[src/design/poly_pkg.sv]
/* Widths, slot geometry and encodings for the polynomial engine.
   Slot count and degree limit follow the command word layout; change them together. */
package poly_pkg;

   ////////////////////////////// Widths
   localparam int word_w   = 16;                     // Command, data and coefficient words
   localparam int result_w = 32;                     // Horner result, wraps mod 2^32

   ////////////////////////////// Slot geometry
   localparam int num_slots      = 8;                // Polynomial slots
   localparam int slot_w         = 3;                // Slot index, cmd bits 7..5
   localparam int degree_w       = 5;                // Degree argument, cmd bits 4..0
   localparam int index_w        = 4;                // Term index 0..10
   localparam logic [degree_w-1:0] max_degree = 5'd10;  // Anything above is rejected
   localparam int terms_per_slot = 11;               // max_degree + 1
   localparam int store_depth    = 88;               // num_slots * terms_per_slot
   localparam int store_addr_w   = 7;                // Covers store_depth

   typedef logic [store_addr_w-1:0] store_addr_t;    // Flat coefficient address

   ////////////////////////////// Encodings
   // Opcode sits in cmd_word[15:8]
   typedef enum logic [7:0] {
      OP_STP = 8'd0,                                 // Store polynomial
      OP_EVP = 8'd1,                                 // Evaluate at one point
      OP_EVB = 8'd2,                                 // Batch eval, reported as unsupported
      OP_RST = 8'd3                                  // Forget all slots
   } opcode_t;

   typedef enum logic [1:0] {
      ST_OK         = 2'd0,
      ST_BAD_DEGREE = 2'd1,                          // STP degree above max_degree
      ST_EMPTY_SLOT = 2'd2,                          // EVP on slot never stored
      ST_BAD_OPCODE = 2'd3                           // EVB or unknown opcode
   } status_t;

   typedef enum logic [2:0] {
      IDLE,                                          // Accepting commands
      STORE_COEFF,                                   // Collecting STP coefficients
      WAIT_X,                                        // Waiting for EVP point
      EVALUATE,                                      // Horner evaluator busy
      REPORT,                                        // result_valid cycle
      CLEAR                                          // RST wipe cycle
   } seq_state_t;

endpackage

[src/design/coeff_store.sv]
/* Coefficient RAM plus per-slot degree table. Reads are registered, one cycle.
   Slot contents are only meaningful while its valid flag is set. */
`timescale 1ns/1ps
module coeff_store
(
   input  logic                          clk,
   input  logic                          rst,
   input  logic                          wr_en,
   input  logic [poly_pkg::slot_w-1:0]   wr_slot,
   input  logic [poly_pkg::index_w-1:0]  wr_index,
   input  logic [poly_pkg::word_w-1:0]   wr_coeff,
   input  logic                          set_en,
   input  logic [poly_pkg::slot_w-1:0]   set_slot,
   input  logic [poly_pkg::degree_w-1:0] set_degree,
   input  logic                          clear_all,
   input  logic [poly_pkg::slot_w-1:0]   look_slot,
   output logic                          look_valid,
   output logic [poly_pkg::degree_w-1:0] look_degree,
   input  logic                          rd_en,
   input  logic [poly_pkg::slot_w-1:0]   rd_slot,
   input  logic [poly_pkg::index_w-1:0]  rd_index,
   output logic [poly_pkg::word_w-1:0]   rd_coeff
);

   logic [poly_pkg::word_w-1:0]   mem [poly_pkg::store_depth];      // Flat coeff array
   logic [poly_pkg::degree_w-1:0] slot_degree [poly_pkg::num_slots]; // Degree per slot
   logic [poly_pkg::num_slots-1:0] slot_valid;                       // Set by completed STP
   poly_pkg::store_addr_t          wr_addr;
   poly_pkg::store_addr_t          rd_addr;

   // slot * 11 + index
   assign wr_addr = poly_pkg::store_addr_t'(wr_slot * poly_pkg::terms_per_slot + wr_index);
   assign rd_addr = poly_pkg::store_addr_t'(rd_slot * poly_pkg::terms_per_slot + rd_index);

   ////////////////////////////// Coefficient RAM
   always_ff @(posedge clk)
   begin
      if (wr_en)
         mem[wr_addr] <= wr_coeff;                   // Write at the edge
      if (rd_en)
         rd_coeff <= mem[rd_addr];                   // Data next cycle
   end

   ////////////////////////////// Degree table
   always_ff @(posedge clk)
   begin
      if (set_en)
         slot_degree[set_slot] <= set_degree;
   end

   always_ff @(posedge clk or negedge rst)
   begin
      if (!rst)
         slot_valid <= '0;                           // All slots empty
      else if (clear_all)
         slot_valid <= '0;                           // RST wins over set_en
      else if (set_en)
         slot_valid[set_slot] <= 1'b1;
   end

   assign look_valid  = slot_valid[look_slot];       // Combinational lookup
   assign look_degree = slot_degree[look_slot];

endmodule

[src/design/horner_evaluator.sv]
/* Sequential Horner evaluation, one coefficient per cycle from the top term down.
   eval_done arrives degree+2 cycles after eval_start; no new start while busy. */
`timescale 1ns/1ps
module horner_evaluator
(
   input  logic                          clk,
   input  logic                          rst,
   input  logic                          eval_start,
   input  logic [poly_pkg::slot_w-1:0]   eval_slot,
   input  logic [poly_pkg::degree_w-1:0] eval_degree,
   input  logic [poly_pkg::word_w-1:0]   eval_x,
   input  logic [poly_pkg::word_w-1:0]   rd_coeff,
   output logic                          rd_en,
   output logic [poly_pkg::slot_w-1:0]   rd_slot,
   output logic [poly_pkg::index_w-1:0]  rd_index,
   output logic                          eval_done,
   output logic [poly_pkg::result_w-1:0] eval_value
);

   logic                          reading;          // Reads still to issue
   logic [poly_pkg::index_w-1:0]  index_q;          // Next term to read
   logic                          acc_pend;         // rd_coeff valid this cycle
   logic                          last_pend;        // ... and it is c_0
   logic [poly_pkg::slot_w-1:0]   slot_q;
   logic [poly_pkg::word_w-1:0]   x_q;
   logic [poly_pkg::result_w-1:0] acc;
   logic [poly_pkg::result_w-1:0] x_ext;
   logic [poly_pkg::result_w-1:0] coeff_ext;

   ////////////////////////////// Read issue
   // First read goes out in the start cycle itself
   assign rd_en    = eval_start | reading;
   assign rd_slot  = eval_start ? eval_slot : slot_q;
   assign rd_index = eval_start ? eval_degree[poly_pkg::index_w-1:0] : index_q;

   always_ff @(posedge clk or negedge rst)
   begin
      if (!rst)
      begin
         reading   <= 1'b0;
         index_q   <= '0;
         acc_pend  <= 1'b0;
         last_pend <= 1'b0;
         eval_done <= 1'b0;
      end
      else
      begin
         acc_pend  <= rd_en;                         // Coeff lands next cycle
         last_pend <= rd_en && (rd_index == '0);
         eval_done <= last_pend;                     // c_0 folded in at this edge
         if (rd_en)
         begin
            reading <= (rd_index != '0);             // Stop after index 0
            index_q <= rd_index - 1'b1;
         end
      end
   end

   ////////////////////////////// Accumulator
   assign x_ext     = {{(poly_pkg::result_w - poly_pkg::word_w){1'b0}}, x_q};
   assign coeff_ext = {{(poly_pkg::result_w - poly_pkg::word_w){1'b0}}, rd_coeff};

   always_ff @(posedge clk)
   begin
      if (eval_start)
      begin
         slot_q <= eval_slot;
         x_q    <= eval_x;
         acc    <= '0;                               // So first fold gives c_N
      end
      else if (acc_pend)
         acc <= acc * x_ext + coeff_ext;             // Truncates to 32 bits
   end

   assign eval_value = acc;                          // Final once eval_done is high

endmodule

[src/design/command_sequencer.sv]
/* Command FSM. Takes one command at a time while idle is high; strobes outside the
   expected window are dropped. result and status hold until the next result_valid. */
`timescale 1ns/1ps
module command_sequencer
(
   input  logic                          clk,
   input  logic                          rst,
   input  logic                          cmd_valid,
   input  logic [poly_pkg::word_w-1:0]   cmd_word,
   input  logic                          data_valid,
   input  logic [poly_pkg::word_w-1:0]   data_word,
   input  logic                          look_valid,
   input  logic [poly_pkg::degree_w-1:0] look_degree,
   input  logic                          eval_done,
   input  logic [poly_pkg::result_w-1:0] eval_value,
   output logic                          idle,
   output logic                          result_valid,
   output logic [poly_pkg::result_w-1:0] result,
   output poly_pkg::status_t             status,
   output logic                          wr_en,
   output logic [poly_pkg::slot_w-1:0]   wr_slot,
   output logic [poly_pkg::index_w-1:0]  wr_index,
   output logic [poly_pkg::word_w-1:0]   wr_coeff,
   output logic                          set_en,
   output logic [poly_pkg::slot_w-1:0]   set_slot,
   output logic [poly_pkg::degree_w-1:0] set_degree,
   output logic                          clear_all,
   output logic [poly_pkg::slot_w-1:0]   look_slot,
   output logic                          eval_start,
   output logic [poly_pkg::slot_w-1:0]   eval_slot,
   output logic [poly_pkg::degree_w-1:0] eval_degree,
   output logic [poly_pkg::word_w-1:0]   eval_x
);

   poly_pkg::seq_state_t          state;
   poly_pkg::opcode_t             cmd_op;
   logic [poly_pkg::slot_w-1:0]   cmd_slot;
   logic [poly_pkg::degree_w-1:0] cmd_degree;
   logic [poly_pkg::slot_w-1:0]   slot_q;           // Target slot of current cmd
   logic [poly_pkg::degree_w-1:0] degree_q;         // STP arg or stored EVP degree
   logic [poly_pkg::index_w-1:0]  idx_q;            // Next coeff index, counts down

   ////////////////////////////// Command word fields
   assign cmd_op     = poly_pkg::opcode_t'(cmd_word[15:8]);
   assign cmd_slot   = cmd_word[7:5];
   assign cmd_degree = cmd_word[4:0];

   assign idle      = (state == poly_pkg::IDLE);
   assign look_slot = cmd_slot;                      // Looked up in the accept cycle

   ////////////////////////////// Store side
   assign wr_en      = (state == poly_pkg::STORE_COEFF) && data_valid;
   assign wr_slot    = slot_q;
   assign wr_index   = idx_q;
   assign wr_coeff   = data_word;
   assign set_en     = wr_en && (idx_q == '0);       // With the last coeff
   assign set_slot   = slot_q;
   assign set_degree = degree_q;
   assign clear_all  = (state == poly_pkg::CLEAR);

   ////////////////////////////// Evaluator side
   assign eval_start  = (state == poly_pkg::WAIT_X) && data_valid;
   assign eval_slot   = slot_q;
   assign eval_degree = degree_q;
   assign eval_x      = data_word;                   // x passes straight through

   always_ff @(posedge clk)
   begin
      if (idle && cmd_valid)
      begin
         slot_q <= cmd_slot;
         // EVP takes the stored degree, STP its own argument
         degree_q <= (cmd_op == poly_pkg::OP_EVP) ? look_degree : cmd_degree;
      end
   end

   ////////////////////////////// Main FSM
   always_ff @(posedge clk or negedge rst)
   begin
      if (!rst)
      begin
         state        <= poly_pkg::IDLE;
         idx_q        <= '0;
         result_valid <= 1'b0;
         result       <= '0;
         status       <= poly_pkg::ST_OK;
      end
      else
      begin
         result_valid <= 1'b0;                       // Pulse by default
         case (state)
            poly_pkg::IDLE:
            begin
               if (cmd_valid)
               begin
                  case (cmd_op)
                     poly_pkg::OP_STP:
                     begin
                        if (cmd_degree > poly_pkg::max_degree)
                        begin
                           result_valid <= 1'b1;     // Reject, no data taken
                           result       <= '0;
                           status       <= poly_pkg::ST_BAD_DEGREE;
                           state        <= poly_pkg::REPORT;
                        end
                        else
                        begin
                           idx_q <= cmd_degree[poly_pkg::index_w-1:0];  // Highest first
                           state <= poly_pkg::STORE_COEFF;
                        end
                     end
                     poly_pkg::OP_EVP:
                     begin
                        if (!look_valid)
                        begin
                           result_valid <= 1'b1;     // x is never awaited
                           result       <= '0;
                           status       <= poly_pkg::ST_EMPTY_SLOT;
                           state        <= poly_pkg::REPORT;
                        end
                        else
                           state <= poly_pkg::WAIT_X;
                     end
                     poly_pkg::OP_RST:
                        state <= poly_pkg::CLEAR;
                     default:
                     begin
                        result_valid <= 1'b1;        // EVB lands here too
                        result       <= '0;
                        status       <= poly_pkg::ST_BAD_OPCODE;
                        state        <= poly_pkg::REPORT;
                     end
                  endcase
               end
            end
            poly_pkg::STORE_COEFF:
            begin
               if (data_valid)
               begin
                  idx_q <= idx_q - 1'b1;
                  if (idx_q == '0)
                  begin
                     result_valid <= 1'b1;           // Next cycle after last coeff
                     result       <= '0;
                     status       <= poly_pkg::ST_OK;
                     state        <= poly_pkg::REPORT;
                  end
               end
            end
            poly_pkg::WAIT_X:
               if (data_valid)
                  state <= poly_pkg::EVALUATE;       // eval_start fired this cycle
            poly_pkg::EVALUATE:
            begin
               if (eval_done)
               begin
                  result_valid <= 1'b1;
                  result       <= eval_value;
                  status       <= poly_pkg::ST_OK;
                  state        <= poly_pkg::REPORT;
               end
            end
            poly_pkg::REPORT:
               state <= poly_pkg::IDLE;              // idle back after the pulse
            poly_pkg::CLEAR:
               state <= poly_pkg::IDLE;              // No result for RST
            default:
               state <= poly_pkg::IDLE;
         endcase
      end
   end

endmodule

[src/design/poly_engine.sv]
/* Polynomial engine top, with no back-pressure. Drive cmd_valid only while idle is high
   and capture result and status on the result_valid pulse. */
`timescale 1ns/1ps
module poly_engine
(
   input  logic                          clk,
   input  logic                          rst,
   input  logic                          cmd_valid,
   input  logic [poly_pkg::word_w-1:0]   cmd_word,
   input  logic                          data_valid,
   input  logic [poly_pkg::word_w-1:0]   data_word,
   output logic                          idle,
   output logic                          result_valid,
   output logic [poly_pkg::result_w-1:0] result,
   output poly_pkg::status_t             status
);

   ////////////////////////////// Sequencer to store
   logic                          wr_en;
   logic [poly_pkg::slot_w-1:0]   wr_slot;
   logic [poly_pkg::index_w-1:0]  wr_index;
   logic [poly_pkg::word_w-1:0]   wr_coeff;
   logic                          set_en;
   logic [poly_pkg::slot_w-1:0]   set_slot;
   logic [poly_pkg::degree_w-1:0] set_degree;
   logic                          clear_all;
   logic [poly_pkg::slot_w-1:0]   look_slot;
   logic                          look_valid;
   logic [poly_pkg::degree_w-1:0] look_degree;

   ////////////////////////////// Evaluator links
   logic                          rd_en;
   logic [poly_pkg::slot_w-1:0]   rd_slot;
   logic [poly_pkg::index_w-1:0]  rd_index;
   logic [poly_pkg::word_w-1:0]   rd_coeff;
   logic                          eval_start;
   logic [poly_pkg::slot_w-1:0]   eval_slot;
   logic [poly_pkg::degree_w-1:0] eval_degree;
   logic [poly_pkg::word_w-1:0]   eval_x;
   logic                          eval_done;
   logic [poly_pkg::result_w-1:0] eval_value;

   command_sequencer command_sequencer_i (
      .clk(clk), .rst(rst),
      .cmd_valid(cmd_valid), .cmd_word(cmd_word),
      .data_valid(data_valid), .data_word(data_word),
      .look_valid(look_valid), .look_degree(look_degree),
      .eval_done(eval_done), .eval_value(eval_value),
      .idle(idle), .result_valid(result_valid), .result(result), .status(status),
      .wr_en(wr_en), .wr_slot(wr_slot), .wr_index(wr_index), .wr_coeff(wr_coeff),
      .set_en(set_en), .set_slot(set_slot), .set_degree(set_degree),
      .clear_all(clear_all), .look_slot(look_slot),
      .eval_start(eval_start), .eval_slot(eval_slot),
      .eval_degree(eval_degree), .eval_x(eval_x)
   );

   coeff_store coeff_store_i (
      .clk(clk), .rst(rst),
      .wr_en(wr_en), .wr_slot(wr_slot), .wr_index(wr_index), .wr_coeff(wr_coeff),
      .set_en(set_en), .set_slot(set_slot), .set_degree(set_degree),
      .clear_all(clear_all),
      .look_slot(look_slot), .look_valid(look_valid), .look_degree(look_degree),
      .rd_en(rd_en), .rd_slot(rd_slot), .rd_index(rd_index), .rd_coeff(rd_coeff)
   );

   horner_evaluator horner_evaluator_i (
      .clk(clk), .rst(rst),
      .eval_start(eval_start), .eval_slot(eval_slot),
      .eval_degree(eval_degree), .eval_x(eval_x), .rd_coeff(rd_coeff),
      .rd_en(rd_en), .rd_slot(rd_slot), .rd_index(rd_index),
      .eval_done(eval_done), .eval_value(eval_value)
   );

endmodule

[config.mk]
export PLATFORM = sky130hd
export DESIGN_NAME = poly_engine
export DESIGN_NICKNAME = d
export VERILOG_FILES = /design/src/design/poly_pkg.sv /design/src/design/coeff_store.sv /design/src/design/horner_evaluator.sv /design/src/design/command_sequencer.sv /design/src/design/poly_engine.sv
export SDC_FILE = /design/constraint.sdc
export NUM_CORES = 2
export LEC_CHECK = 0
export BUFFER_PORTS_ARGS = -buffer_cell sky130_fd_sc_hd__clkbuf_2
export CORE_MARGIN = 4
export CORE_UTILIZATION = 25
export CTS_BUF_LIST = sky130_fd_sc_hd__clkbuf_4
export DETAILED_ROUTE_END_ITERATION = 10
export GPL_ROUTABILITY_DRIVEN = 0
export MAX_ROUTING_LAYER = met4
export PLACE_DENSITY = 0.37
export SLEW_MARGIN = 20
export SYNTH_ARGS = -nofsm -noshare
export SYNTH_HDL_FRONTEND = slang
export SYNTH_SLANG_ARGS = --single-unit
export TNS_END_PERCENT = 20
[constraint.sdc]
create_clock -name clk -period 18.57 [get_ports clk]
set_input_delay 3.714 -clock clk [delete_from_list [all_inputs] [get_ports clk]]
set_output_delay 3.714 -clock clk [all_outputs]
set_load 0.005 [all_outputs]
==> reports/results.md <==
| Group | Metric | This run |
|---|---|---|
| outcome | Outcome | finished clean |
| sta | Maximum frequency from static timing analysis | 105 MHz |
| global route | Aggregate global routing overflow | 0 |
| yosys | Post-synthesis async set-or-reset flop share | 3.69% |
| cells and area | Non-Filler Instances | 8897 |
| cts | CTS tree | done |
| route | Drt via density | 4.34 |
| floorplanning | Initial Utilization | 25.2% |
| flow run | Max Cap Viol | 0 |
| route | Number of design-rule violations left by the first detailed-router iteration | 2562 |
| global route | Number of global-route vias before repair | 42342 |
| floorplanning | Die extent in x | 549 microns |
| worst setup path | Worst Path Class, Setup | primary input to flop |
| power | Peak ir drop on the vdd network | 56.4 uV |
| min path | Hold Startpoint | horner_evaluator_i.last_pend |
| yosys | Sequential-to-total area share from yosys stat | 63.5% |
| floorplanning | Core Area | 0.291 sq mm |
| worst setup path | Length in cells of the worst reg-to-reg path | 16 |
| sta | Setup violations, final | 0 |
| yosys | Post-synthesis cell type count | 58 |
| cts | Max H-tree Level | 5 |
| placed design | Half-perimeter wire length after detailed placement | 131000 microns |
| floorplanning | Top-level port count | 72 |
| sta | Transition time of the tightest slew-check pin | 1080 ps |
| route | Routed wire length on met2 | 104000 microns |
| power | Ratio of total power to cell area | 86.7 mW/mm^2 |
| global route | Global-route wire length before repair | 314000 microns |
| route | DR pass1 iterations | 5 |
| worst setup path | CP arrival | 10400 ps |
| worst setup path | Worst r2r src | command_sequencer_i.state[0] |
| floorplanning | Die area | 0.302 sq mm |
| sta | Sum of negative setup slack | 0 ps |
| cts | Maximum clock insertion buffer count | 4 |
| route | DR vias | 38654 |
| sta | Worst-case clock skew | 115 ps |
| route | Drt wl/cell | 24.6 microns |
| route | Number of remaining DRC errors | 0 |
| yosys | FF+latch count, synth | 1572 |
| power | Lkg Pwr | 29.3 nW |
| route | Wl on met1 | 100000 microns |
| sta | Crit path time final | 9520 ps |
| sta | Final worst path period share | 51.2% |
| yosys | Cell type with the largest total area after synthesis | sky130_fd_sc_hd__edfxtp_1 |
| min path | Capture endpoint of the worst hold path | horner_evaluator_i.eval_done |
| sta | Setup repair after global routing missed its margin | no |
| yosys | Gate count of the mapped netlist | 4252 |
| route | Antenna-violating nets left | 0 |
| global route | Antenna violations before repair | 12 |
| worst setup path | Critical R2R Capture | coeff_store_i.rd_coeff[11] |
| route | Met3 routed WL | 10000 microns |
| yosys | Top cell type's share of synthesized area | 60.6% |
| yosys | Cell types occupying the most area after synthesis | sky130_fd_sc_hd__edfxtp_1 (61%), sky130_fd_sc_hd__mux4_2 (13%), sky130_fd_sc_hd__fa_1 (8.9%) |
| global route | Overall track demand over capacity in global routing | 14.9% |
| cts | Post-CTS resize count | 0 |
| yosys | Avg Inst Size Synth | 17.2 sq um |
| sta | Max-slew violation count | 0 |
| floorplanning | Vertical die dimension | 549 microns |
| route | Final wirelength | 219000 microns |
| placed design | Cell total after placement | 8125 |
| worst setup path | Worst path cell trace | clkbuf_2, nand3_1, inv_2, buf_4, mux2i_1, fa_1, fa_4, xor2_4, buf_4, buf_4, buf_4, mux4_2, mux2i_1, nand2_1, o211ai_2, o21ai_1 |
| worst setup path | CP Capture Type | flop |
| cells and area | Net count of the finished layout | 5128 |
| worst setup path | Startpoint types | primary input |
| worst setup path | Data required time of the worst path | 19460 ps |
| floorplanning | Number of cell rows | 198 |
| route | Uppermost layer routed | met4 |
| worst setup path | Delay of the slowest cell on the worst path | 760 ps |
| worst setup path | Largest fanout of any net on the critical path | 48 |
| cts | Hold_buf cts | 0 |
| sta | Worst-case setup margin in the final layout | 9050 ps |
| yosys | Cell with the most instances after synthesis | sky130_fd_sc_hd__edfxtp_1 |
| worst setup path | Library cell contributing the largest single delay on the critical path | sky130_fd_sc_hd__buf_4 |
| placed design | Count of input and output buffers | 71 |
| sta | Final hold violations | 0 |
| cells and area | Fraction of layout instances using a drive strength above 1 | 28.8% |
| yosys | Number of enable flip-flop cells after synthesis | 1479 |
| cts | Worst-skew pair later-pin latency | 1220 ps |
| yosys | Top cells by instance count after synthesis | sky130_fd_sc_hd__edfxtp_1 (1479), sky130_fd_sc_hd__inv_1 (462), sky130_fd_sc_hd__mux4_2 (436) |
| worst setup path | Most frequent cell on the critical path | sky130_fd_sc_hd__buf_4 |
| yosys | Synthesis warning total | 0 |
| global route | Largest net degree at the start of global routing | 101 |
| cts | Register clock-pin slew on the reported worst setup and hold paths | 60 ps |
| cts | Buffer count from post-CTS setup fixing | 0 |
| cells and area | Layout area overhead | 15.4% |
| cts | Cts bufs inserted | 429 |
| worst setup path | Worst setup slack for register-to-register paths | 10990 ps |
| cells and area | Final core utilization | 29.0% |
| yosys | Post-synthesis instance area | 0.0733 sq mm |
| yosys | Mapped Nets | 4723 |
| yosys | Predominant post-synthesis flop cell | sky130_fd_sc_hd__edfxtp_1 |
| cts | TritonCTS Sinks | 1572 |
| placed design | Worst slack at placement | 7530 ps |
| sta | Slew HR | 27.8% |
| min path | Number of cells traversed by the worst hold path | 0 |
| min path | Min-Delay Path Class | flop to flop |
| cts | Root buf cell | sky130_fd_sc_hd__clkbuf_4 |
-- critical path: cells and delay by family --
kind	cells	cell delay, ps
compound gates	2	250
simple gates	2	770
fa+ha+maj	2	1040
mux	3	1400
xor+xnor	1	140
buf+inv	6	2980
-- placed cells by master (no fill, tap or decap), drive strengths merged, types with 6 or more instances in the layout --
master / netlist / layout
edfxtp: 1479 / 1479
clkbuf: 138 / 705
inv: 464 / 475
mux4: 442 / 442
nand2: 390 / 390
fa: 325 / 325
nor2: 166 / 166
and2: 161 / 161
buf: 74 / 132
ha: 110 / 110
o21ai: 100 / 100
clkinv: 0 / 77
mux2i: 64 / 64
dfrtp: 58 / 58
xnor2: 47 / 47
dfxtp: 35 / 35
a21oi: 33 / 33
diode: 0 / 26
nand3: 20 / 20
xor2: 18 / 18
o211ai: 18 / 18
mux2: 16 / 16
a21o: 13 / 13
and3: 11 / 11
nor3: 9 / 9
nand2b: 7 / 7
nand4: 6 / 6
o21bai: 6 / 6
-- registers in the layout, indices dropped and copies added (netlist names), 8 cells and up --
register and flops:
horner_evaluator_i.eval_value 32, command_sequencer_i.result 32, horner_evaluator_i.x_q 16, coeff_store_i.slot_valid 8, coeff_store_i.mem 1408, coeff_store_i.rd_coeff 16
coeff_store_i.slot_degree 32
-- cell type report --
type / count / area [sq um]
inverter: 464 / 1740
multi-input combinational: 2004 / 24600
tap: 3900 / 4880
clock inverter: 94 / 505
sequential: 1572 / 46600
antenna: 26 / 65.1
fill: 29387 / 207000
timing repair buffer: 186 / 1320
clock buffer: 651 / 4890
-- through the flow --
| step | instance area, sq um | hold WS [ps] | power [mW] |
|---|---|---|---|
| after floorplan | 73300 | 331 | 4.09 |
| after global placement | 79100 | 335 | 4.29 |
| after detailed placement | 79100 | 335 | 4.29 |
| after CTS | 84500 | 350 | 7.47 |
| final | 84600 | 348 | 7.33 |
| after global routing | 84500 | 364 | 7.70 |
-- how the worst max path moves through the flow --
stage                                 endpoint  depth (start not counted)  startpoint
finish              coeff_store_i.rd_coeff[11]                         16  data_valid
global route         coeff_store_i.rd_coeff[6]                         16  data_valid
CTS                  coeff_store_i.rd_coeff[6]                         16  data_valid
detailed placement   coeff_store_i.rd_coeff[6]                         16  data_valid
global placement     coeff_store_i.rd_coeff[6]                         16  data_valid
floorplan           coeff_store_i.rd_coeff[10]                         14  data_valid
-- where the power goes --
group	total [mW]	internal, mW	switching (mW)
registers	3.89	3.88	0.0102
logic	0.322	0.0571	0.265
clock network	3.11	1.64	1.47
-- kinds of logic after synthesis --
group / after synthesis / share of synthesized area (%)
adder cells (fa/ha/maj): 435 / 10.8
buffers and inverters: 676 / 3.72
XOR/XNOR: 65 / 0.797
AO/OA/AOI/OAI: 200 / 1.70
AND/OR/NAND/NOR: 782 / 4.73
flip-flops: 1572 / 63.5
multiplexers: 522 / 14.7
-- metal layers --
layer / up-vias / GRT usage (%)
met1: 20543 / 20.0
met3: 339 / 2.68
li1: 16799 / -
met5: - / -
met2: 973 / 23.3
met4: 0 / 3.80
No activity file was read; power rests on OpenSTA's default activity.
